`src/hdl/portal_params.svh`:
```
`ifndef PORTAL_PARAMS_SVH
`define PORTAL_PARAMS_SVH

`define PORTAL_DATA_W     32
`define PORTAL_ADDR_W     5
`define PORTAL_LEN_W      8
`define PORTAL_TAG_W      6
`define PORTAL_BEAT_BYTES 4
`define ECHO_DEPTH        8

// Request is {tag, length, address, space}
`define PORTAL_REQ_W    (`PORTAL_TAG_W + `PORTAL_LEN_W + `PORTAL_ADDR_W + 1)
// Read beat is {value, tag, last}
`define PORTAL_RDDATA_W (`PORTAL_DATA_W + `PORTAL_TAG_W + 1)

`define REG_INTR_STATUS  `PORTAL_ADDR_W'(0)
`define REG_INTR_ENABLE  `PORTAL_ADDR_W'(4)
`define REG_NUM_INTR     `PORTAL_ADDR_W'(8)
`define REG_INTR_CHANNEL `PORTAL_ADDR_W'(12)
`define REG_PORTAL_ID    `PORTAL_ADDR_W'(16)
`define REG_NUM_PORTALS  `PORTAL_ADDR_W'(20)
`define REG_RESERVED0    `PORTAL_ADDR_W'(24)
`define REG_RESERVED1    `PORTAL_ADDR_W'(28)

`define PORTAL_ID    `PORTAL_DATA_W'(5)
`define NUM_PORTALS  `PORTAL_DATA_W'(2)
`define NUM_INTR     `PORTAL_DATA_W'(1)
`define PORTAL_MAGIC `PORTAL_DATA_W'(32'h005A05A0)

`define METHOD_SAY    `PORTAL_ADDR_W'(0)
`define IND_HEARD     `PORTAL_ADDR_W'(0)
`define IND_NOT_EMPTY `PORTAL_ADDR_W'(4)

`endif
```
`src/hdl/portalPkg.sv`:
```
`include "portal_params.svh"

package portalPkg;

  // One write beat, seen as an echo value or as the enable register word
  typedef union packed {
    logic [`PORTAL_DATA_W-1:0] echoValue;   // Data space view
    struct packed {
      logic [`PORTAL_DATA_W-2:0] reserved;
      logic intrEnable;
    } ctrlWord;                              // Control space view
  } portalWordU;

endpackage

```
`src/hdl/echoPortal.sv`:
```
`timescale 1ns/1ns
`include "portal_params.svh"

module echoPortal import portalPkg::*; (
  input  logic CLK,
  input  logic RST_N,
  input  logic [`PORTAL_REQ_W-1:0] rdReq,
  input  logic enRdReq,
  output logic rdyRdReq,
  output logic [`PORTAL_RDDATA_W-1:0] rdData,
  input  logic enRdData,
  output logic rdyRdData,
  input  logic [`PORTAL_REQ_W-1:0] wrReq,
  input  logic enWrReq,
  output logic rdyWrReq,
  input  logic [`PORTAL_DATA_W-1:0] wrData,
  input  logic enWrData,
  output logic rdyWrData,
  output logic [`PORTAL_TAG_W-1:0] wrDone,
  input  logic enWrDone,
  output logic rdyWrDone,
  output logic intr
);

  logic rdValid, rdLast, rdSpace, rdStep;
  logic [`PORTAL_ADDR_W-1:0] rdAddr;
  logic [`PORTAL_TAG_W-1:0] rdTag;
  logic wrValid, wrLast, wrSpace, wrStep;
  logic [`PORTAL_ADDR_W-1:0] wrAddr;
  logic [`PORTAL_TAG_W-1:0] wrTag;

  logic [`PORTAL_DATA_W-1:0] ctrlData;
  logic [`PORTAL_DATA_W-1:0] heardValue;
  logic notEmpty, notFull;
  logic sayPush, heardPop, ctrlWrite;
  logic [`PORTAL_ADDR_W-1:0] ctrlAddr;
  portalWordU sayValue;
  portalWordU ctrlWord;

  portalBurstCounter rdCounter (
    .CLK(CLK), .RST_N(RST_N),
    .req(rdReq), .enReq(enRdReq), .rdyReq(rdyRdReq),
    .beatStep(rdStep), .beatValid(rdValid), .beatLast(rdLast),
    .beatSpace(rdSpace), .beatAddr(rdAddr), .beatTag(rdTag)
  );

  portalBurstCounter wrCounter (
    .CLK(CLK), .RST_N(RST_N),
    .req(wrReq), .enReq(enWrReq), .rdyReq(rdyWrReq),
    .beatStep(wrStep), .beatValid(wrValid), .beatLast(wrLast),
    .beatSpace(wrSpace), .beatAddr(wrAddr), .beatTag(wrTag)
  );

  portalSequencer sequencer (
    .CLK(CLK), .RST_N(RST_N),
    .rdValid(rdValid), .rdLast(rdLast), .rdSpace(rdSpace),
    .rdAddr(rdAddr), .rdTag(rdTag), .rdStep(rdStep),
    .wrValid(wrValid), .wrLast(wrLast), .wrSpace(wrSpace),
    .wrAddr(wrAddr), .wrTag(wrTag), .wrStep(wrStep),
    .wrData(wrData), .enWrData(enWrData), .rdyWrData(rdyWrData),
    .rdData(rdData), .enRdData(enRdData), .rdyRdData(rdyRdData),
    .wrDone(wrDone), .enWrDone(enWrDone), .rdyWrDone(rdyWrDone),
    .ctrlData(ctrlData), .heardValue(heardValue),
    .notEmpty(notEmpty), .notFull(notFull),
    .sayPush(sayPush), .sayValue(sayValue), .heardPop(heardPop),
    .ctrlWrite(ctrlWrite), .ctrlAddr(ctrlAddr), .ctrlWord(ctrlWord)
  );

  portalCtrlRegs ctrlRegs (
    .CLK(CLK), .RST_N(RST_N),
    .ctrlWrite(ctrlWrite), .ctrlAddr(ctrlAddr), .ctrlWord(ctrlWord),
    .notEmpty(notEmpty), .ctrlData(ctrlData), .intr(intr)
  );

  echoQueue queue (
    .CLK(CLK), .RST_N(RST_N),
    .sayPush(sayPush), .sayValue(sayValue), .heardPop(heardPop),
    .heardValue(heardValue), .notEmpty(notEmpty), .notFull(notFull)
  );

endmodule

```
`src/hdl/echoQueue.sv`:
```
`timescale 1ns/1ns
`include "portal_params.svh"

module echoQueue import portalPkg::*; (
  input  logic CLK,
  input  logic RST_N,
  input  logic sayPush,
  input  portalWordU sayValue,
  input  logic heardPop,
  output logic [`PORTAL_DATA_W-1:0] heardValue,
  output logic notEmpty,
  output logic notFull
);

  localparam int PtrW = $clog2(`ECHO_DEPTH);
  localparam int CntW = PtrW + 1;

  logic [`PORTAL_DATA_W-1:0] mem [`ECHO_DEPTH];
  logic [PtrW-1:0] wrPtr;
  logic [PtrW-1:0] rdPtr;
  logic [CntW-1:0] count;

  assign heardValue = mem[rdPtr];
  assign notEmpty = count != '0;
  assign notFull = count != CntW'(`ECHO_DEPTH);

  always_ff @(posedge CLK) begin
    if (!RST_N) begin
      wrPtr <= '0;
      rdPtr <= '0;
      count <= '0;
    end else begin
      if (sayPush) wrPtr <= wrPtr + PtrW'(1);
      if (heardPop) rdPtr <= rdPtr + PtrW'(1);
      if (sayPush && !heardPop) begin
        count <= count + CntW'(1);
      end else if (heardPop && !sayPush) begin
        count <= count - CntW'(1);
      end
    end
  end

  always_ff @(posedge CLK) begin
    if (sayPush) mem[wrPtr] <= sayValue.echoValue;
  end

  // Sequencer must hold off the method and the indication
  assert property (@(posedge CLK) disable iff (!RST_N) sayPush |-> notFull);
  assert property (@(posedge CLK) disable iff (!RST_N) heardPop |-> notEmpty);

endmodule

```
`src/hdl/portalCtrlRegs.sv`:
```
`timescale 1ns/1ns
`include "portal_params.svh"

module portalCtrlRegs import portalPkg::*; (
  input  logic CLK,
  input  logic RST_N,
  input  logic ctrlWrite,
  input  logic [`PORTAL_ADDR_W-1:0] ctrlAddr,
  input  portalWordU ctrlWord,
  input  logic notEmpty,
  output logic [`PORTAL_DATA_W-1:0] ctrlData,
  output logic intr
);

  logic intrEnable;
  logic intrStatus;

  assign intrStatus = notEmpty;              // Heard indication pending
  assign intr = intrStatus && intrEnable;

  always_ff @(posedge CLK) begin
    if (!RST_N) begin
      intrEnable <= 1'b0;
    end else if (ctrlWrite && ctrlAddr == `REG_INTR_ENABLE) begin
      intrEnable <= ctrlWord.ctrlWord.intrEnable;
    end
  end

  always_comb begin
    case (ctrlAddr)
      `REG_INTR_STATUS: begin
        ctrlData = {{(`PORTAL_DATA_W-1){1'b0}}, intrStatus};
      end
      `REG_INTR_ENABLE: begin
        ctrlData = {{(`PORTAL_DATA_W-1){1'b0}}, intrEnable};
      end
      `REG_NUM_INTR: begin
        ctrlData = `NUM_INTR;
      end
      `REG_INTR_CHANNEL: begin
        ctrlData = intrStatus ? `PORTAL_DATA_W'(1) : '0;  // Single channel
      end
      `REG_PORTAL_ID: begin
        ctrlData = `PORTAL_ID;
      end
      `REG_NUM_PORTALS: begin
        ctrlData = `NUM_PORTALS;
      end
      `REG_RESERVED0, `REG_RESERVED1: begin
        ctrlData = '0;
      end
      default: begin
        ctrlData = `PORTAL_MAGIC;
      end
    endcase
  end

endmodule

```
`src/hdl/portalSequencer.sv`:
```
`timescale 1ns/1ns
`include "portal_params.svh"

module portalSequencer import portalPkg::*; (
  input  logic CLK,
  input  logic RST_N,
  input  logic rdValid,
  input  logic rdLast,
  input  logic rdSpace,
  input  logic [`PORTAL_ADDR_W-1:0] rdAddr,
  input  logic [`PORTAL_TAG_W-1:0] rdTag,
  output logic rdStep,
  input  logic wrValid,
  input  logic wrLast,
  input  logic wrSpace,
  input  logic [`PORTAL_ADDR_W-1:0] wrAddr,
  input  logic [`PORTAL_TAG_W-1:0] wrTag,
  output logic wrStep,
  input  portalWordU wrData,
  input  logic enWrData,
  output logic rdyWrData,
  output logic [`PORTAL_RDDATA_W-1:0] rdData,
  input  logic enRdData,
  output logic rdyRdData,
  output logic [`PORTAL_TAG_W-1:0] wrDone,
  input  logic enWrDone,
  output logic rdyWrDone,
  input  logic [`PORTAL_DATA_W-1:0] ctrlData,
  input  logic [`PORTAL_DATA_W-1:0] heardValue,
  input  logic notEmpty,
  input  logic notFull,
  output logic sayPush,
  output portalWordU sayValue,
  output logic heardPop,
  output logic ctrlWrite,
  output logic [`PORTAL_ADDR_W-1:0] ctrlAddr,
  output portalWordU ctrlWord
);

  logic rdFire;
  logic wrFire;
  logic rdHeard;
  logic wrSay;
  logic [`PORTAL_DATA_W-1:0] rdValue;

  assign rdHeard = !rdSpace && rdAddr == `IND_HEARD;
  assign wrSay = !wrSpace && wrAddr == `METHOD_SAY;

  // Read beat fires when the output slot frees up and the indication has data
  assign rdFire = rdValid && (!rdyRdData || enRdData) && (!rdHeard || notEmpty) &&
                  !(rdSpace && ctrlWrite);    // Control write owns the decoder
  assign rdStep = rdFire;
  assign heardPop = rdFire && rdHeard;

  always_comb begin
    if (rdSpace) begin
      rdValue = ctrlData;
    end else if (rdAddr == `IND_HEARD) begin
      rdValue = heardValue;
    end else if (rdAddr == `IND_NOT_EMPTY) begin
      rdValue = {{(`PORTAL_DATA_W-1){1'b0}}, notEmpty};
    end else begin
      rdValue = '0;
    end
  end

  // Last beat waits for the done slot, method beat waits for queue room
  assign rdyWrData = wrValid && (!wrLast || !rdyWrDone) && (!wrSay || notFull);
  assign wrFire = enWrData && rdyWrData;
  assign wrStep = wrFire;

  assign sayPush = wrFire && wrSay;
  assign sayValue = wrData;
  assign ctrlWrite = wrFire && wrSpace;
  assign ctrlAddr = ctrlWrite ? wrAddr : rdAddr;
  assign ctrlWord = wrData;

  always_ff @(posedge CLK) begin
    if (!RST_N) begin
      rdyRdData <= 1'b0;
      rdyWrDone <= 1'b0;
    end else begin
      if (rdFire) begin
        rdyRdData <= 1'b1;
      end else if (enRdData && rdyRdData) begin
        rdyRdData <= 1'b0;
      end
      if (wrFire && wrLast) begin
        rdyWrDone <= 1'b1;
      end else if (enWrDone && rdyWrDone) begin
        rdyWrDone <= 1'b0;
      end
    end
  end

  always_ff @(posedge CLK) begin
    if (rdFire) begin
      rdData <= {rdValue, rdTag, rdLast};
    end
    if (wrFire && wrLast) begin
      wrDone <= wrTag;
    end
  end

  // A beat the host has not taken stays put
  assert property (@(posedge CLK) disable iff (!RST_N)
    (rdyRdData && !enRdData) |=> rdyRdData && $stable(rdData));

endmodule

```
`src/hdl/portalBurstCounter.sv`:
```
`timescale 1ns/1ns
`include "portal_params.svh"

module portalBurstCounter (
  input  logic CLK,
  input  logic RST_N,
  input  logic [`PORTAL_REQ_W-1:0] req,
  input  logic enReq,
  output logic rdyReq,
  input  logic beatStep,
  output logic beatValid,
  output logic beatLast,
  output logic beatSpace,
  output logic [`PORTAL_ADDR_W-1:0] beatAddr,
  output logic [`PORTAL_TAG_W-1:0] beatTag
);

  logic [`PORTAL_TAG_W-1:0] reqTag;
  logic [`PORTAL_LEN_W-1:0] reqLen;
  logic [`PORTAL_ADDR_W-1:0] reqAddr;
  logic [`PORTAL_LEN_W-1:0] remaining;

  assign reqTag = req[`PORTAL_REQ_W-1 -: `PORTAL_TAG_W];
  assign reqLen = req[`PORTAL_ADDR_W+1 +: `PORTAL_LEN_W];
  assign reqAddr = req[1 +: `PORTAL_ADDR_W];

  assign rdyReq = !beatValid;
  assign beatLast = remaining == `PORTAL_LEN_W'(1);

  always_ff @(posedge CLK) begin
    if (!RST_N) begin
      beatValid <= 1'b0;
    end else if (enReq && rdyReq) begin
      beatValid <= 1'b1;
    end else if (beatStep && beatLast) begin
      beatValid <= 1'b0;                     // Burst done
    end
  end

  always_ff @(posedge CLK) begin
    if (enReq && rdyReq) begin
      beatTag <= reqTag;
      beatSpace <= req[0];
      beatAddr <= reqAddr;
      remaining <= reqLen;
    end else if (beatStep) begin
      beatAddr <= beatAddr + `PORTAL_ADDR_W'(`PORTAL_BEAT_BYTES);  // Wraps mod 32
      remaining <= remaining - `PORTAL_LEN_W'(1);
    end
  end

  // Host must wait for the burst to drain before the next request
  assert property (@(posedge CLK) disable iff (!RST_N) beatValid |-> !enReq);
  assert property (@(posedge CLK) disable iff (!RST_N)
    enReq |-> reqLen != '0);

endmodule

```
`config.mk`:
```
export PLATFORM = sky130hd
export DESIGN_NAME = echoPortal
export DESIGN_NICKNAME = d
export VERILOG_FILES = /design/src/hdl/portalPkg.sv /design/src/hdl/echoPortal.sv /design/src/hdl/echoQueue.sv /design/src/hdl/portalCtrlRegs.sv /design/src/hdl/portalSequencer.sv /design/src/hdl/portalBurstCounter.sv
export VERILOG_INCLUDE_DIRS = /design/src /design/src/hdl
export SDC_FILE = /design/constraint.sdc
export NUM_CORES = 1
export LEC_CHECK = 0
export BUFFER_PORTS_ARGS = -buffer_cell sky130_fd_sc_hd__buf_4
export CAP_MARGIN = 5
export CORE_ASPECT_RATIO = 0.75
export CORE_UTILIZATION = 30
export CTS_CLUSTER_DIAMETER = 100
export CTS_CLUSTER_SIZE = 16
export DETAILED_ROUTE_END_ITERATION = 16
export HOLD_SLACK_MARGIN = 0.1
export SYNTH_ARGS = -nofsm -noshare
export SYNTH_HDL_FRONTEND = slang
export SYNTH_SLANG_ARGS = --single-unit
```
`constraint.sdc`:
```
create_clock -name CLK -period 17.15 [get_ports CLK]
set_input_delay 1.715 -clock CLK [delete_from_list [all_inputs] [get_ports CLK]]
set_output_delay 1.715 -clock CLK [all_outputs]
set_load 0.05 [all_outputs]
```
* Yosys cells after proc, flatten, opt, wreduce, memory -nomap -nowiden
Memory sizes are Yosys's and may differ from the RTL's. A register that Yosys moved wholly into a read port is not among the register bits.
Cells that the tools add are included.
** Storage, ports and cells
- Bits in writable memories :: 256
- Bits in registers :: 100
- Memories :: 1
- Word-level logic and storage cells :: 116
- Input port bits :: 79
** Cells by class
- Reductions and logical operators :: 50
- Equal/unequal tests :: 11
- Muxes and demuxes :: 28
- Add/subtract/negate cells :: 8
** Memories
- queue.mem :: words 8, bits a word 32, read ports 1, clocked after Yosys merged registers in 1, write ports 1, RTL line echoQueue.sv:18 : logic [`PORTAL_DATA_W-1:0] mem [`ECHO_DEPTH];
** Operators by type and width (count)
- $pmux W32 S7 :: 1
- $mux W32 :: 2
- $mux W8 :: 4
- $mux W5 :: 5
- $logic_and A1 B1 Y1 :: 22
- $eq A5 B5 Y1 const B :: 4
- $eq A8 B1 Y1 const B :: 2
- $sub A8 B1 Y8 const B :: 2
- $logic_not A5 Y1 :: 3
- $reduce_bool A2 Y1 :: 7
- $logic_not A1 Y1 :: 12
- $mux W1 :: 12
- $add A5 B3 Y5 const B :: 2
- $eq A5 B3 Y1 const B :: 2
- $eq A5 B4 Y1 const B :: 2
- $mux W4 :: 2
- $add A3 B1 Y3 const B :: 2
- $mux W3 :: 2
- $add A4 B1 Y4 const B :: 1
- $logic_or A1 B1 Y1 :: 4
- $ne A4 B4 Y1 const B :: 1
- $reduce_bool A4 Y1 :: 1
- $sub A4 B1 Y4 const B :: 1
- $reduce_or A2 Y1 :: 1

* Logic depth before layout (Yosys ltp)
- Depth in word-level cells :: 14
- Gate-level depth with buffers :: 13
- Mapped depth without buffers :: 13

* Modules after synthesis
From an unflattened synthesis, not the netlist that was laid out.
** Second synthesis, totals
- Cell total of the unflattened synthesis :: 823
- Area, all modules :: 15114.5 µm²
** By module, submodules not included
- echoQueue :: sequential area each 7947.6 µm², cells each 440, area each 10402.5 µm², times used 1
- portalSequencer :: sequential area each 1391.3 µm², cells each 182, area each 2458.6 µm², times used 1
- portalBurstCounter :: sequential area each 620.6 µm², cells each 78, area each 960.9 µm², times used 2
- portalCtrlRegs :: sequential area each 20.0 µm², cells each 45, area each 331.6 µm², times used 1

* Least setup slack after synthesis
No wires, ideal clock.
- Kind :: input to register
- From :: in enWrData
- To :: reg rdCounter.beatAddr[2] (enable)
- Library setup time :: 355 ps
- Setup slack :: 7689 ps
- Arrival :: 9105 ps
- Required time :: 16795 ps
- Path buffers :: 0
- Cell stages on the path :: 4
- Path through :: nand3_1 > a41oi_1 > a2111oi_0 > nand2b_1
** Between the ends
- Longest elaborated chain between the ends :: 6
** RTL lines
- start, declared :: RTL line echoPortal.sv:17 : input logic enWrData,
- $logic_and A1 B1 Y1 :: RTL line portalSequencer.sv:69 : assign wrFire = enWrData && rdyWrData;
- $logic_and A1 B1 Y1 :: RTL line portalSequencer.sv:74 : assign ctrlWrite = wrFire && wrSpace;
- $logic_and A1 B1 Y1 :: RTL line portalSequencer.sv:51 : !(rdSpace && ctrlWrite);
- $logic_not A1 Y1 :: RTL line portalSequencer.sv:51
- $logic_and A1 B1 Y1 :: RTL line portalSequencer.sv:50 : assign rdFire = rdValid && (!rdyRdData || enRdData) && (!rdHeard || notEmpty) &&
- net rdCounter.beatStep :: RTL line portalBurstCounter.sv:10 : input logic beatStep,
- $reduce_bool A2 Y1 (no source line)
- end signal, assigned :: RTL line portalBurstCounter.sv:44 : beatAddr <= reqAddr;
- end signal, assigned :: RTL line portalBurstCounter.sv:47 : beatAddr <= beatAddr + `PORTAL_ADDR_W'(`PORTAL_BEAT_BYTES);
- end, declared :: RTL line portalBurstCounter.sv:14 : output logic [`PORTAL_ADDR_W-1:0] beatAddr,
The timed path passes the listed nets, and every way through them passes these cells.
A chain may end at the register's enable or synchronous reset.

* Worst setup path in the final report
- From :: reg queue.count[0]
- To :: out rdyWrData
** Between the ends
- Longest elaborated chain between the ends :: 3
** RTL lines
- start, declared :: RTL line echoQueue.sv:21 : logic [CntW-1:0] count;
- start signal, assigned :: RTL line echoQueue.sv:36 : count <= count + CntW'(1);
- start signal, assigned :: RTL line echoQueue.sv:38 : count <= count - CntW'(1);
- $ne A4 B4 Y1 :: RTL line echoQueue.sv:25 : assign notFull = count != CntW'(`ECHO_DEPTH);
- $logic_or A1 B1 Y1 :: RTL line portalSequencer.sv:68 : assign rdyWrData = wrValid && (!wrLast || !rdyWrDone) && (!wrSay || notFull);
- $logic_and A1 B1 Y1 :: RTL line portalSequencer.sv:68
- end, declared :: RTL line echoPortal.sv:18 : output logic rdyWrData,
Every way passes these cells.

==> results.py <==
metrics = {
    "status": {
        "status": "complete, no violations",
    },
    "die": {
        "die-area_um2": 47540,
        "io_pins": 130,
        "die_h_um": 189.1,
        "num_rows": 68,
        "initial_core_util_pct": 30.41,
        "core_um2": 46030,
        "dieWidth_um": 251.4,
    },
    "routing": {
        "totalWireLength_mm": 28.04,
        "vias": 6810,
        "dr.pass1.iters": 4,
        "first_iter_violations": 408,
        "drcViolationCount": 0,
        "wl_per_cell_um": 18.54,
        "ant_nets": 0,
        "routed_via_density": 4.504,
    },
    "cts": {
        "clkSinkCount": 359,
        "holdBufCountCts": 0,
        "ctsResizeCount": 0,
        "tritoncts.num_buffers": 26,
        "clockRootBuffer": "clkbuf_16",
        "cts_tree": "yes",
        "cts_buffer_depth": 3,
        "cts_setup_buffers": 0,
        "clk_latency_ns": 0.56,
        "clkTransAtPathRegs_ns": 0.08,
        "htree_levels": 1,
    },
    "critical_path": {
        "worstSetupStartpointType": "flip-flop",
        "cp-end-kind": "output pin",
        "cp.arrival_ns": 2.13,
        "path_class": "flip-flop to output pin",
        "required_ns": 15.43,
        "cp_max_fo": 5,
    },
    "sta": {
        "whs_ns": 0.4148,
        "finClkSkew_ns": 0.01843,
        "max_freq_mhz": 259.8,
        "slew_viol_final": 0,
        "rsz0062_at_grt": "no",
        "setup_tns_ns": 0,
        "hold_violations": 0,
        "min_period_ns": 3.849,
        "maxSlewHeadroom_pct": 23.76,
        "fin_crit_sh_pct": 22.44,
        "setup_viol": 0,
        "worstMarginPinSlew_ns": 1.129,
    },
    "finish": {
        "nNetsFinal": 966,
        "diodes": 0,
        "drive_above_1_share_pct": 28.23,
        "syn2layout_area_growth_pct": 17.91,
    },
    "logic_synthesis": {
        "synth_fp_nets": 826,
        "synth_area_um2": 14000,
        "ys_ff_latch": 359,
        "yosysWarningCount": 0,
        "yosysUniqueCellTypes": 47,
        "avgSynthCellArea_um2": 19.13,
        "synth_edf_count": 341,
        "synthFlopType": "edfxtp_1",
        "synthCells": 732,
        "async_flop_share_pct": 0,
        "yosysTopAreaCellShare_pct": 73.14,
        "ys_seq_area_share_pct": 75.72,
        "synth.area.top_cells": "edfxtp_1, mux4_2, mux2i_1",
        "yosys.area.top_type": "edfxtp_1",
    },
    "grt": {
        "grt-ovfl-total": 0,
        "grt_max_degree": 65,
        "grt_pass1_wl_mm": 43.13,
        "grt_antenna_before_repair": 0,
        "first_global_vias": 7039,
        "grt.met3_usage_pct": 1.980,
        "use_met2_pct": 18.60,
        "top_usage_layer": "met2",
        "grt_usage_pct": 11.89,
        "use_met1_pct": 17.36,
    },
    "place": {
        "port_buffers": 129,
        "gp_congestion": 0.7739,
        "dp_hpwl_mm": 17.06,
    },
    "hold_path": {
        "hp-class": "flip-flop to flip-flop",
    },
    "pwr": {
        "peakVddDrop_mv": 0.07067,
        "powerDensity_nw_per_um2": 100.3,
        "leakage_uw": 0.005276,
    },
    "job": {
        "maxCapViolations": 0,
    },
}
-- critical path, cell delays in order, from the launching register on --
cell	delay [ns]
dfxtp_1	0.37
nor4b_1	0.64
nand4b_1	0.19
nand2b_1	0.15
nor2_1	0.05
buf_4	0.18
-- area by class of cell --
cell class	instances	area (um2)
clock inverter	3	28.78
fill	4306	29520
inverter	18	67.56
clock buffer	35	684.4
tap	630	788.3
timing repair buffer	140	1051
sequential	359	10610
multi-input combinational	327	3281
-- layout by cell type (no fill, tap or decap), types with 18 or more instances in the layout --
cell type,count
edfxtp_1,341
buf_4,140
mux4_2,64
mux2i_1,38
nor2_1,35
nand2_1,35
o21ai_0,31
clkbuf_16,26
inv_1,18
-- through the flow --
stage	area, um2	setup WS, ns	std cells	total power, uW	utilization [%]
2_1_floorplan	14000	7.689	732	1066	-
3_3_place_gp	15790	12.98	1474	1110	34.31
3_5_place_dp	15790	12.91	1474	1112	34.31
4_1_cts	16510	13.26	1512	1677	35.86
5_1_grt	16510	13.10	1512	1715	35.86
6_report	16510	13.30	1512	1655	35.86
-- power breakdown --
| group | internal (uW) | switching [uW] |
|---|---|---|
| clock | 278 | 286 |
| combinational | 35.1 | 61.8 |
| sequential | 980 | 14.0 |
| total | 1290 | 361 |
-- synth_stat cells (3+ instances only) --
library cell	instances
a21oi_1	5
a31oi_1	4
a41oi_1	3
and2_1	11
buf_1	4
buf_2	6
clkbuf_1	18
dfxtp_1	18
edfxtp_1	341
ha_1	14
inv_1	18
mux2i_1	38
mux4_2	64
nand2_1	35
nand2b_1	8
nor2_1	41
nor2b_1	11
nor3_1	5
nor4_1	5
nor4b_1	4
o21ai_0	32
xnor2_1	15
-- final timing paths --
check,end,slack [ns],cells after the start,start
setup reg to reg,queue.count[3]$_SDFFE_PN0P_,13.39,11,rdCounter.beatSpace$_DFFE_PP_
setup / recovery,rdyWrData,13.30,5,queue.count[0]$_SDFFE_PN0P_
hold / removal,sequencer.wrDone[4]$_DFFE_PP_,0.41,0,wrCounter.beatTag[4]$_DFFE_PP_
hold reg to reg,sequencer.wrDone[4]$_DFFE_PP_,0.41,0,wrCounter.beatTag[4]$_DFFE_PP_
-- cell families (layout without fill, tap and decap cells) --
family	count (synthesis)	count (layout)	synth area share, %
AO/OA/AOI/OAI	55	55	2.288
XOR/XNOR	17	17	1.064
adder cells (fa/ha/maj)	15	15	1.394
buffers and inverters	46	196	1.287
flip-flops	359	359	75.72
multiplexers	103	103	13.09
AND/OR/NAND/NOR	137	137	5.157
-- flip-flops by register name (all words and copies together) (netlist names), named ones only --
register             count
wrCounter.remaining      8
queue.mem              256
rdCounter.beatValid      1
queue.rdPtr              3
sequencer.wrDone         6
ctrlRegs.intrEnable      1
wrCounter.beatTag        6
queue.wrPtr              3
wrCounter.beatAddr       5
rdCounter.remaining      8
rdCounter.beatAddr       5
queue.count              4
sequencer.rdyWrDone      1
wrCounter.beatSpace      1
sequencer.rdData        39
sequencer.rdyRdData      1
rdCounter.beatTag        6
wrCounter.beatValid      1
rdCounter.beatSpace      1
-- per-layer routing --
| layer | vias to the layer above | wire (um) |
|---|---|---|
| met1 | 3504 | 13930 |
| met4 | 0 | 488 |
| met3 | 35 | 895 |
| li1 | 3173 | - |
| met5 | - | 0 |
| met2 | 98 | 12730 |
(Power assumes the default switching activity.)
